[config.mk]
export PLATFORM = sky130hd
export DESIGN_NAME = icache_top
export DESIGN_NICKNAME = d
export VERILOG_FILES = /design/src/icache_pkg.sv /design/src/icache_tag_store.sv /design/src/icache_data_store.sv /design/src/icache_ctrl.sv /design/src/icache_top.sv
export VERILOG_INCLUDE_DIRS = /design/src
export SDC_FILE = /design/constraint.sdc
export NUM_CORES = 2
export LEC_CHECK = 0
export ABC_AREA = 1
export BUFFER_PORTS_ARGS = -buffer_cell sky130_fd_sc_hd__buf_2
export CORE_ASPECT_RATIO = 0.5
export CORE_MARGIN = 2
export CORE_UTILIZATION = 55
export CTS_CLUSTER_SIZE = 16
export DETAILED_ROUTE_END_ITERATION = 6
export HOLD_SLACK_MARGIN = 0.08
export PLACE_DENSITY = 0.67
export SYNTH_ARGS = -nofsm -noshare
export SYNTH_HDL_FRONTEND = slang
export SYNTH_MEMORY_MAX_BITS = 65536
export SYNTH_SLANG_ARGS = --single-unit
[constraint.sdc]
create_clock -name Clk -period 9.1 [get_ports Clk]
set_input_delay 0.91 -clock Clk [delete_from_list [all_inputs] [get_ports Clk]]
set_output_delay 0.91 -clock Clk [all_outputs]
set_load 0.02 [all_outputs]
[src/icache_cfg.svh]
`ifndef ICACHE_CFG_SVH
`define ICACHE_CFG_SVH

// cache geometry
`define ICACHE_NUM_SETS    8
`define ICACHE_NUM_WAYS    4    // ways per set
`define ICACHE_BLOCK_WORDS 4    // words per block

// instruction word width
`define ICACHE_WORD_BITS   32

`endif

[src/icache_pkg.sv]
`include "icache_cfg.svh"

package icache_pkg;

    // address split: byte bits, word offset, set index, tag
    localparam int OFF_LSB = 2;
    localparam int SET_LSB = OFF_LSB + $clog2(`ICACHE_BLOCK_WORDS);
    localparam int TAG_LSB = SET_LSB + $clog2(`ICACHE_NUM_SETS);

    typedef logic [31:0]                           addr_t;
    typedef logic [`ICACHE_WORD_BITS-1:0]          word_t;
    typedef logic [$clog2(`ICACHE_NUM_SETS)-1:0]    set_idx_t;
    typedef logic [$clog2(`ICACHE_NUM_WAYS)-1:0]    way_idx_t;
    typedef logic [$clog2(`ICACHE_BLOCK_WORDS)-1:0] word_off_t;
    typedef logic [31-TAG_LSB:0]                   tag_t;

    // controller states
    typedef enum logic [1:0] {
        IDLE,
        LOOKUP,
        FILL,
        RESPOND
    } ctrl_state_t;

endpackage

[src/icache_tag_store.sv]
`include "icache_cfg.svh"

module icache_tag_store import icache_pkg::*; (
    input  logic     Clk,
    input  logic     reset,
    input  set_idx_t lookup_set,
    input  tag_t     lookup_tag,
    input  logic     tag_write,
    input  way_idx_t write_way,
    output logic     hit,
    output way_idx_t hit_way,
    output way_idx_t victim_way
);

    tag_t                       tags   [`ICACHE_NUM_SETS][`ICACHE_NUM_WAYS];
    logic [`ICACHE_NUM_WAYS-1:0] valid  [`ICACHE_NUM_SETS];
    way_idx_t                   rr_ptr [`ICACHE_NUM_SETS];  // next victim once the set is full
    way_idx_t                   next_ptr;

    // parallel compare over all ways of the set
    always_comb begin
        hit     = 1'b0;
        hit_way = '0;
        for (int w = 0; w < `ICACHE_NUM_WAYS; w++) begin
            if (valid[lookup_set][w] && (tags[lookup_set][w] == lookup_tag)) begin
                hit     = 1'b1;
                hit_way = way_idx_t'(w);
            end
        end
    end

    // lowest invalid way wins, otherwise the round-robin pointer
    always_comb begin
        victim_way = rr_ptr[lookup_set];
        for (int w = `ICACHE_NUM_WAYS - 1; w >= 0; w--) begin
            if (!valid[lookup_set][w]) begin
                victim_way = way_idx_t'(w);
            end
        end
    end

    // way after the one just written, wrapping at the last way
    assign next_ptr = (write_way == way_idx_t'(`ICACHE_NUM_WAYS - 1)) ? '0 : write_way + 1'b1;

    always_ff @(posedge Clk) begin
        if (reset) begin
            for (int s = 0; s < `ICACHE_NUM_SETS; s++) begin
                valid[s]  <= '0;
                rr_ptr[s] <= '0;
            end
        end else if (tag_write) begin
            valid[lookup_set][write_way] <= 1'b1;
            rr_ptr[lookup_set]           <= next_ptr;
        end
    end

    always_ff @(posedge Clk) begin
        if (tag_write) begin
            tags[lookup_set][write_way] <= lookup_tag;  // only meaningful once valid
        end
    end

endmodule

[src/icache_data_store.sv]
`include "icache_cfg.svh"

module icache_data_store import icache_pkg::*; (
    input  logic                         Clk,
    input  set_idx_t                     read_set,
    input  word_off_t                    read_offset,
    input  logic                         fill_en,
    input  set_idx_t                     fill_set,
    input  way_idx_t                     fill_way,
    input  word_off_t                    fill_offset,
    input  word_t                        fill_word,
    output word_t [`ICACHE_NUM_WAYS-1:0] way_words
);

    // block words, indexed set / way / offset
    word_t blocks [`ICACHE_NUM_SETS][`ICACHE_NUM_WAYS][`ICACHE_BLOCK_WORDS];

    // one word per cycle during a refill
    always_ff @(posedge Clk) begin
        if (fill_en) begin
            blocks[fill_set][fill_way][fill_offset] <= fill_word;
        end
    end

    // registered read of the same offset in every way
    always_ff @(posedge Clk) begin
        for (int w = 0; w < `ICACHE_NUM_WAYS; w++) begin
            way_words[w] <= blocks[read_set][w][read_offset];
        end
    end

endmodule

[src/icache_ctrl.sv]
`include "icache_cfg.svh"

module icache_ctrl import icache_pkg::*; (
    input  logic                         Clk,
    input  logic                         reset,
    input  logic                         read_enable,
    input  addr_t                        read_address,
    input  logic                         hit,
    input  way_idx_t                     hit_way,
    input  way_idx_t                     victim_way,
    input  word_t [`ICACHE_NUM_WAYS-1:0] way_words,
    input  word_t                        mem_data_in,
    input  logic                         mem_data_ready,
    output word_t                        instruction,
    output logic                         ready,
    output logic                         busy,
    output addr_t                        mem_read_address,
    output logic                         mem_read_request,
    output set_idx_t                     req_set,
    output tag_t                         req_tag,
    output word_off_t                    req_offset,
    output logic                         tag_write,
    output way_idx_t                     write_way,
    output logic                         fill_en,
    output set_idx_t                     fill_set,
    output way_idx_t                     fill_way,
    output word_off_t                    fill_offset,
    output word_t                        fill_word
);

    ctrl_state_t state;
    logic        accept;
    logic        last_word;
    word_off_t   fill_cnt;   // next refill word expected
    set_idx_t    set_q;
    tag_t        tag_q;
    word_off_t   off_q;
    way_idx_t    victim_q;   // way being refilled

    assign busy             = (state == LOOKUP) || (state == FILL);
    assign ready            = (state == RESPOND);   // RESPOND lasts exactly one cycle
    assign mem_read_request = (state == FILL);
    assign accept           = read_enable && !busy;

    // stores see the incoming address while idle so the data read lands at accept
    assign req_set    = busy ? set_q : read_address[SET_LSB +: $bits(set_idx_t)];
    assign req_tag    = busy ? tag_q : read_address[TAG_LSB +: $bits(tag_t)];
    assign req_offset = busy ? off_q : read_address[OFF_LSB +: $bits(word_off_t)];

    assign mem_read_address = {tag_q, set_q, {SET_LSB{1'b0}}};  // block aligned

    assign last_word   = (fill_cnt == word_off_t'(`ICACHE_BLOCK_WORDS - 1));
    assign fill_en     = (state == FILL) && mem_data_ready;
    assign fill_set    = set_q;
    assign fill_way    = victim_q;
    assign fill_offset = fill_cnt;
    assign fill_word   = mem_data_in;
    assign tag_write   = fill_en && last_word;  // block complete
    assign write_way   = victim_q;

    always_ff @(posedge Clk) begin
        if (reset) begin
            state    <= IDLE;
            fill_cnt <= '0;
        end else begin
            case (state)
                IDLE, RESPOND: begin
                    state <= accept ? LOOKUP : IDLE;
                end
                LOOKUP: begin
                    state    <= hit ? RESPOND : FILL;
                    fill_cnt <= '0;
                end
                FILL: begin
                    if (fill_en) begin
                        fill_cnt <= fill_cnt + 1'b1;
                        if (last_word) begin
                            state <= RESPOND;
                        end
                    end
                end
                default: state <= IDLE;
            endcase
        end
    end

    // request fields, victim and returned word
    always_ff @(posedge Clk) begin
        if (accept) begin
            set_q <= read_address[SET_LSB +: $bits(set_idx_t)];
            tag_q <= read_address[TAG_LSB +: $bits(tag_t)];
            off_q <= read_address[OFF_LSB +: $bits(word_off_t)];
        end
        if (state == LOOKUP) begin
            victim_q <= victim_way;
            if (hit) begin
                instruction <= way_words[hit_way];
            end
        end
        if (fill_en && (fill_cnt == off_q)) begin
            instruction <= mem_data_in;  // requested word going by
        end
    end

endmodule

[src/icache_top.sv]
`include "icache_cfg.svh"

module icache_top import icache_pkg::*; (
    input  logic  Clk,
    input  logic  reset,
    input  logic  read_enable,
    input  addr_t read_address,
    output word_t instruction,
    output logic  ready,
    output logic  busy,
    output addr_t mem_read_address,
    output logic  mem_read_request,
    input  word_t mem_data_in,
    input  logic  mem_data_ready
);

    logic                         hit;
    way_idx_t                     hit_way;
    way_idx_t                     victim_way;
    word_t [`ICACHE_NUM_WAYS-1:0] way_words;
    set_idx_t                     req_set;
    tag_t                         req_tag;
    word_off_t                    req_offset;
    logic                         tag_write;
    way_idx_t                     write_way;
    logic                         fill_en;
    set_idx_t                     fill_set;
    way_idx_t                     fill_way;
    word_off_t                    fill_offset;
    word_t                        fill_word;

    icache_ctrl u_ctrl (
        .Clk              (Clk),
        .reset            (reset),
        .read_enable      (read_enable),
        .read_address     (read_address),
        .hit              (hit),
        .hit_way          (hit_way),
        .victim_way       (victim_way),
        .way_words        (way_words),
        .mem_data_in      (mem_data_in),
        .mem_data_ready   (mem_data_ready),
        .instruction      (instruction),
        .ready            (ready),
        .busy             (busy),
        .mem_read_address (mem_read_address),
        .mem_read_request (mem_read_request),
        .req_set          (req_set),
        .req_tag          (req_tag),
        .req_offset       (req_offset),
        .tag_write        (tag_write),
        .write_way        (write_way),
        .fill_en          (fill_en),
        .fill_set         (fill_set),
        .fill_way         (fill_way),
        .fill_offset      (fill_offset),
        .fill_word        (fill_word)
    );

    // tags and valid bits, hit and victim choice
    icache_tag_store u_tag_store (
        .Clk        (Clk),
        .reset      (reset),
        .lookup_set (req_set),
        .lookup_tag (req_tag),
        .tag_write  (tag_write),
        .write_way  (write_way),
        .hit        (hit),
        .hit_way    (hit_way),
        .victim_way (victim_way)
    );

    icache_data_store u_data_store (
        .Clk         (Clk),
        .read_set    (req_set),
        .read_offset (req_offset),
        .fill_en     (fill_en),
        .fill_set    (fill_set),
        .fill_way    (fill_way),
        .fill_offset (fill_offset),
        .fill_word   (fill_word),
        .way_words   (way_words)
    );

endmodule

== Yosys cells after proc, flatten, opt, wreduce, memory -nomap -nowiden ==
Memory sizes are Yosys's and may differ from the RTL's.
Index checks and enable logic that the tools add are counted.
Operators by class
  add/subtract/negate cells: 2
  $mul: 0
  div/mod/pow operators: 0
  order comparisons: 8
  equal/unequal tests: 12
  shift-type cells: 0
  mux-type cells: 61
  bitwise gates (word level): 3
  reductions and logical operators: 24
Operator list (number)
  $mux W512: 1
  $mux W32: 13
  $bmux W32 S2: 5
  $demux W128 S2: 1
  $mux W128: 1
  $eq A25 B25 Y1: 4
  $mux W100: 1
  $demux W32 S2: 1
  $demux W25 S2: 1
  $mux W25: 2
  $mux W2: 10
  $mux W1: 16
  $mux W4: 3
  $logic_and A1 B1 Y1: 11
  $ge A3 B3 Y1 const B: 3
  $mux W3: 3
  $not A2 Y3: 3
  $eq A2 B2 Y1 const B: 4
  $reduce_and A2 Y1: 4
  $lt A2 B3 Y1 const B: 2
  $lt A3 B1 Y1 const B: 2
  $pmux W2 S3: 1
  $reduce_bool A2 Y1: 3
  $add A2 B1 Y2 const B: 2
  other kinds (11): 13
Storage, ports and cells
  flip-flop bits (word level): 196
  latch bits: 0
  bits in writable memories: 4944
  memory bits (read-only): 0
  input port bits: 68
  output and inout bits: 67
  memories: 4
Memories
  u_data_store.blocks: words 8, bits a word 512, rd ports 1, clocked after memory_dff 0, wr ports 1, line icache_data_store.sv:16  | word_t blocks [`ICACHE_NUM_SETS][`ICACHE_NUM_WAYS][`ICACHE_BLOCK_WORDS];
  u_tag_store.tags: words 8, bits a word 100, rd ports 1, clocked after memory_dff 0, wr ports 1, line icache_tag_store.sv:15  | tag_t tags [`ICACHE_NUM_SETS][`ICACHE_NUM_WAYS];
  u_tag_store.valid: words 8, bits a word 4, rd ports 1, clocked after memory_dff 0, wr ports 8, line icache_tag_store.sv:16  | logic [`ICACHE_NUM_WAYS-1:0] valid [`ICACHE_NUM_SETS];
  u_tag_store.rr_ptr: words 8, bits a word 2, rd ports 1, clocked after memory_dff 0, wr ports 8, line icache_tag_store.sv:17  | way_idx_t rr_ptr [`ICACHE_NUM_SETS];

== Depth between registers and ports, before layout ==
An unclocked memory read counts as a cell.
  depth in word-level cells: 14
  gate-level depth with buffers: 29
  gate-level depth less buffers: 26

== Cells and area by module ==
From an unflattened synthesis, not the netlist that was laid out.
Unflattened totals
  cell total of the unflattened synthesis: 17884
  area, all modules: 208139.6 um2
Modules (own cells, without submodules)
  icache_data_store: instances 1, cells an instance 13350, area each 165830.3 um2, sequential area each 125560.4 um2
  icache_tag_store: instances 1, cells an instance 3802, area each 37398.4 um2, sequential area each 25144.1 um2
  icache_ctrl: instances 1, cells an instance 732, area each 4911.0 um2, sequential area each 2001.9 um2

== Worst setup path after synthesis ==
OpenSTA, ideal clock, no wires.
  path type: reg2reg
  from: register u_ctrl.state[0]
  to: register u_ctrl.instruction[0], enable pin
  library setup time: 389 ps
  arrival: 4366 ps
  slack: 4344 ps
  cell stages (with the launch flop): 18
  path buffers: 2
  period minus slack after synthesis: 4756 ps
  cells stage by stage: dfxtp_1 inv_1 ha_1 buf_6 buf_2 o21ai_0 inv_1 nand2_1 nand2_1 nor2_1 nand2_1 nor2_1 nand2_1 nor2_1 nor2_1 nand2_1 nand2_1 nand2_1
On the way
  elaborated cells between the ends (all ways): 24
  classes of those cells: 6 x eq/ne; 6 x mux; 10 x reduce/logical; 2 x memory
RTL lines
  from (decl): line icache_ctrl.sv:31  | ctrl_state_t state;
  from (signal assigned): line icache_ctrl.sv:68  | state <= accept ? LOOKUP : IDLE;
  from (signal assigned): line icache_ctrl.sv:71  | state <= hit ? RESPOND : FILL;
  $eq A2 B1 Y1 / $eq A2 B2 Y1 (equally long branches): line icache_ctrl.sv:40  | assign busy = (state == LOOKUP) || (state == FILL);
  $logic_or A1 B1 Y1 *: line icache_ctrl.sv:40
  $mux W25 *: line icache_ctrl.sv:47  | assign req_tag = busy ? tag_q : read_address[TAG_LSB +: $bits(tag_t)];
  via req_tag[20]: line icache_top.sv:22  | tag_t req_tag;
  $eq A25 B25 Y1: line icache_tag_store.sv:25  | if (valid[lookup_set][w] && (tags[lookup_set][w] == lookup_tag)) begin
  $logic_and A1 B1 Y1: line icache_tag_store.sv:25
  $mux W1 (3 in series): line icache_tag_store.sv:25
  $mux W1 *: line icache_tag_store.sv:25
  $reduce_bool A2 Y1 (no source line) *
  $reduce_and A2 Y1 (no source line) *
  to (signal assigned): line icache_ctrl.sv:97  | instruction <= way_words[hit_way];
  to (signal assigned): line icache_ctrl.sv:101  | instruction <= mem_data_in;
  to (decl): line icache_ctrl.sv:14  | output word_t instruction,
Mark *: on every way through the listed nets, which the timed path passes. The rest lies on a longest branch.
A chain may end at the register's enable or synchronous reset.

== Final worst setup path ==
  from: register u_ctrl.state[0]
  to: register u_ctrl.instruction[30], data pin
On the way
  longest elaborated chain between the ends: 14
  elaborated cells between the ends (all ways): 23
  classes of those cells: 5 x eq/ne; 10 x mux; 6 x reduce/logical; 2 x memory
Ends and longest elaborated chain
  $eq A2 B1 Y1 / $eq A2 B2 Y1 (equally long branches): line icache_ctrl.sv:40, icache_ctrl.sv:53
  $logic_or A1 B1 Y1: line icache_ctrl.sv:40
  $mux W3: line icache_ctrl.sv:46  | assign req_set = busy ? set_q : read_address[SET_LSB +: $bits(set_idx_t)];
  $mem_v2 Z8 W100
  $eq A25 B25 Y1: line icache_tag_store.sv:25
  $logic_and A1 B1 Y1: line icache_tag_store.sv:25
  $mux W1: line icache_tag_store.sv:25
  $mux W2 (2 in series): line icache_tag_store.sv:25
  $bmux W32 S2: line icache_ctrl.sv:97
  $mux W32 (not written as such): line icache_ctrl.sv:97
  $mux W32: line icache_ctrl.sv:96  | if (hit) begin
  $mux W32: line icache_ctrl.sv:94  | if (state == LOOKUP) begin
  $mux W32 *: line icache_ctrl.sv:100  | if (fill_en && (fill_cnt == off_q)) begin
Mark *: on every way between the ends. The rest lies on a longest branch, timed or not. The select of a mux whose other input is x is not followed.

==> results.yml <==
place:
  dp.final_hpwl_um: 306500
  dp_slack_ps: 2516
  io_buffers: 128
  dpl_cell_area_um2: 200900
  gp_congestion: 0.8858
  numPlacedInstances: 17410
layout:
  drive_above_1_share: 0.1033
  post-route-util: 0.6187
  fill_cells: 24970
  areaGrowthSynthToFinish_pct: 11.78
  design_area_um2: 215300
  stdcell_count: 18240
  nets: 13280
setup_path:
  worstSetupStartpointType: "flop"
  cp_num_buf_inv: 5
  required_ps: 9830
  slowest_stage: "nand2_8"
  critical_path_class: "flop to flop"
  endpoint_kind: "flop"
  path_delay_family: "simple AND/OR/NAND/NOR gates"
  arrival_ps: 7560
  critPathMostFrequentCell: "nand2_1"
  worst_path_largest_cell_delay_ps: 810
  worstPathCellList: "inv_1, ha_4, nand2_2, nand2_8, buf_4, buf_4, nand2_1, nand3_1, nand2_1, nor2_1, o21ai_0, nor2_1, nand2_1, nor2_1, nand2_1, inv_1, nand2_1, nand2_2, buf_4, nand3_1, nand3_1, nand2_1, nand2_1, nand2_1"
  critPathMaxFanout: 126
synth:
  syn_avg_cell_area_um2: 14.85
  syn_area_um2: 192600
  seq_area_frac_synth: 0.7928
  synthTopCellsByArea: "edfxtp_1 78%, nand2_1 5.5%, a22oi_1 3.4%"
  synth_commonest_cells: "4976 x edfxtp_1, 2840 x nand2_1, 863 x a22oi_1, 558 x nor2_1, 498 x nand3_1"
  synth_flop_cell: "edfxtp_1"
  yosysTopAreaCell: "edfxtp_1"
  ys_seq_elements: 5140
  ys_warn_count: 0
  async_reset_ff_frac: 0
  yosysUniqueCellTypes: 43
  synthesis.instances: 12970
  synth_edf_count: 4976
  netlist.area_leader.share: 0.7758
  synth_most_common_cell: "edfxtp_1"
clock_network:
  numCtsBuffers: 435
  cts-root-buf: "clkbuf_16"
  clk_pin_slew_ps: 70
  cts_num_sinks: 5140
  htree_levels: 5
  clkLatencyLatePin_ps: 1010
  cts_tree: "built"
  clockBufferDepth: 4
die:
  row_count: 153
  die_x_um: 840.9
  die-area_um2: 355200
  pin_count: 135
  start_util: 0.5534
  core_um2: 348000
  chipHeight_um: 422.5
route:
  first_iter_violations: 17770
  vias: 119400
  wirelength_um: 575800
  drc: 2
  wire_per_inst_um: 31.57
  drt_first_pass_iters: 7
  via_per_inst: 6.545
  final_antenna_net_count: 0
sta:
  rsz0062_at_grt: "false"
  tightest_slew_ps: 1343
  hold_viol: 0
  finalCritPeriodShare: 0.7510
  relSlewSlack: 0.08121
  setup_viol: 0
  fin_skew_ps: 89.19
  drv_slew: 0
  fin_crit_ps: 6834
  setup_ws_ps: 2266
  setup_tns_ps: 0
  max_clock_freq_ghz: 0.1463
power_and_ir_drop:
  vdd_drop_max_v: 0.0003687
  p_leak_uw: 0.07144
  powerDensity_nw_per_um2: 342.9
grt:
  grt-ovfl-total: 0
  grt_max_degree: 127
  grt.total_usage: 0.3168
  grt_pass1_wl_um: 809300
  grt_pass1_vias: 112800
  grt_antenna_before_repair: 28
job:
  max-cap-violations: 0
run_status:
  violations: "design-rule violations"
  status: "complete, but fails checks"
min_path:
  min_path_type: "primary input to flop"
==> final timing paths <==
kind / startpoint / to / slack [ps] / cells past startpoint
max: u_ctrl.state[0] / u_ctrl.instruction[30] / 2270 / 24
min: read_address[11] / u_ctrl.tag_q[4] / 140 / 1
max reg2reg: u_ctrl.state[0] / u_ctrl.instruction[30] / 2270 / 24
min reg2reg: u_tag_store.valid[3][1] / u_tag_store.valid[3][1] / 470 / 2
==> metal layers <==
metal / vias to the layer above / global-route usage / wire, µm
met5: - / 0 / 88
met4: 14 / 0.1098 / 22570
met3: 1136 / 0.08252 / 79990
met1: 60090 / 0.4525 / 216400
li1: 49690 / - / -
met2: 8427 / 0.4785 / 256700
==> registers in the layout (all words and copies together), names as in the netlist <==
signal and flops:
u_tag_store.tags 800, u_data_store.blocks 4096, u_ctrl.instruction 32, u_tag_store.valid 32, u_ctrl.fill_way 2, u_tag_store.rr_ptr 16
u_ctrl.fill_offset 2, u_ctrl.off_q 2, u_ctrl.tag_q 25, u_ctrl.fill_set 3, u_ctrl.state 2, u_data_store.way_words 128
==> cells by family after synthesis <==
logic type | Yosys count | synth area share
and+or+nand+nor | 4427 | 0.09656
buffers and inverters | 1173 | 0.02568
DFF | 5140 | 0.7928
adders and majority gates | 11 | 0.0007145
other | 1 | 0.00001947
AOI/OAI and AO/OA | 2217 | 0.08399
xor gates and xnor gates | 5 | 0.0002273
==> metrics by stage <==
stage / power, µW / hold WS, ps
5_1_grt: 76350 / 112.2
3_5_place_dp: 54470 / 457.8
3_3_place_gp: 54200 / 449.2
2_1_floorplan: 43130 / 440.7
6_report: 73820 / 135.4
4_1_cts: 73180 / 81.63
==> report_power, final <==
| part | switching, µW | internal, µW |
|---|---|---|
| Combinational | 20100 | 7190 |
| Sequential | 249 | 27200 |
| Clock | 8520 | 10500 |
| Total | 28900 | 45000 |
==> final cells by class <==
| cell class | count | area [µm²] | share of cell area |
|---|---|---|---|
| diodes | 16 | 40.04 | 0.0001860 |
| flip-flops and latches | 5140 | 152700 | 0.7092 |
| repair buffers | 517 | 4242 | 0.01970 |
| clock buffers | 533 | 11610 | 0.05391 |
| clock inverters | 278 | 2734 | 0.01270 |
| inverters | 439 | 1715 | 0.007967 |
| multi-input cells | 6664 | 36450 | 0.1693 |
| well taps | 4650 | 5818 | 0.02702 |
==> placed cells by master, fill, tap and decap left out, types with 101 or more instances in the layout <==
master,Yosys,layout
edfxtp_1,4976,4976
a221oi_1,296,296
nor2_4,0,159
o211ai_1,115,115
inv_1,425,419
dfxtp_1,164,164
clkinv_2,0,101
nor2_1,558,397
o21ai_0,160,155
a21oi_1,279,279
clkbuf_16,0,446
nand3_1,498,490
nand4_1,485,485
a22oi_1,863,863
nand2_1,2840,2832
buf_4,41,371
a22o_1,283,283
==> repair_timing <==
action / 4_1_cts / 5_1_grt
hold buffers: 1 / 0
gates resized for setup: 0 / 0
hold endpoints to repair: 1 / 0
buffers inserted: 0 / 0
Note: power is estimated with default switching activity, not from simulation.
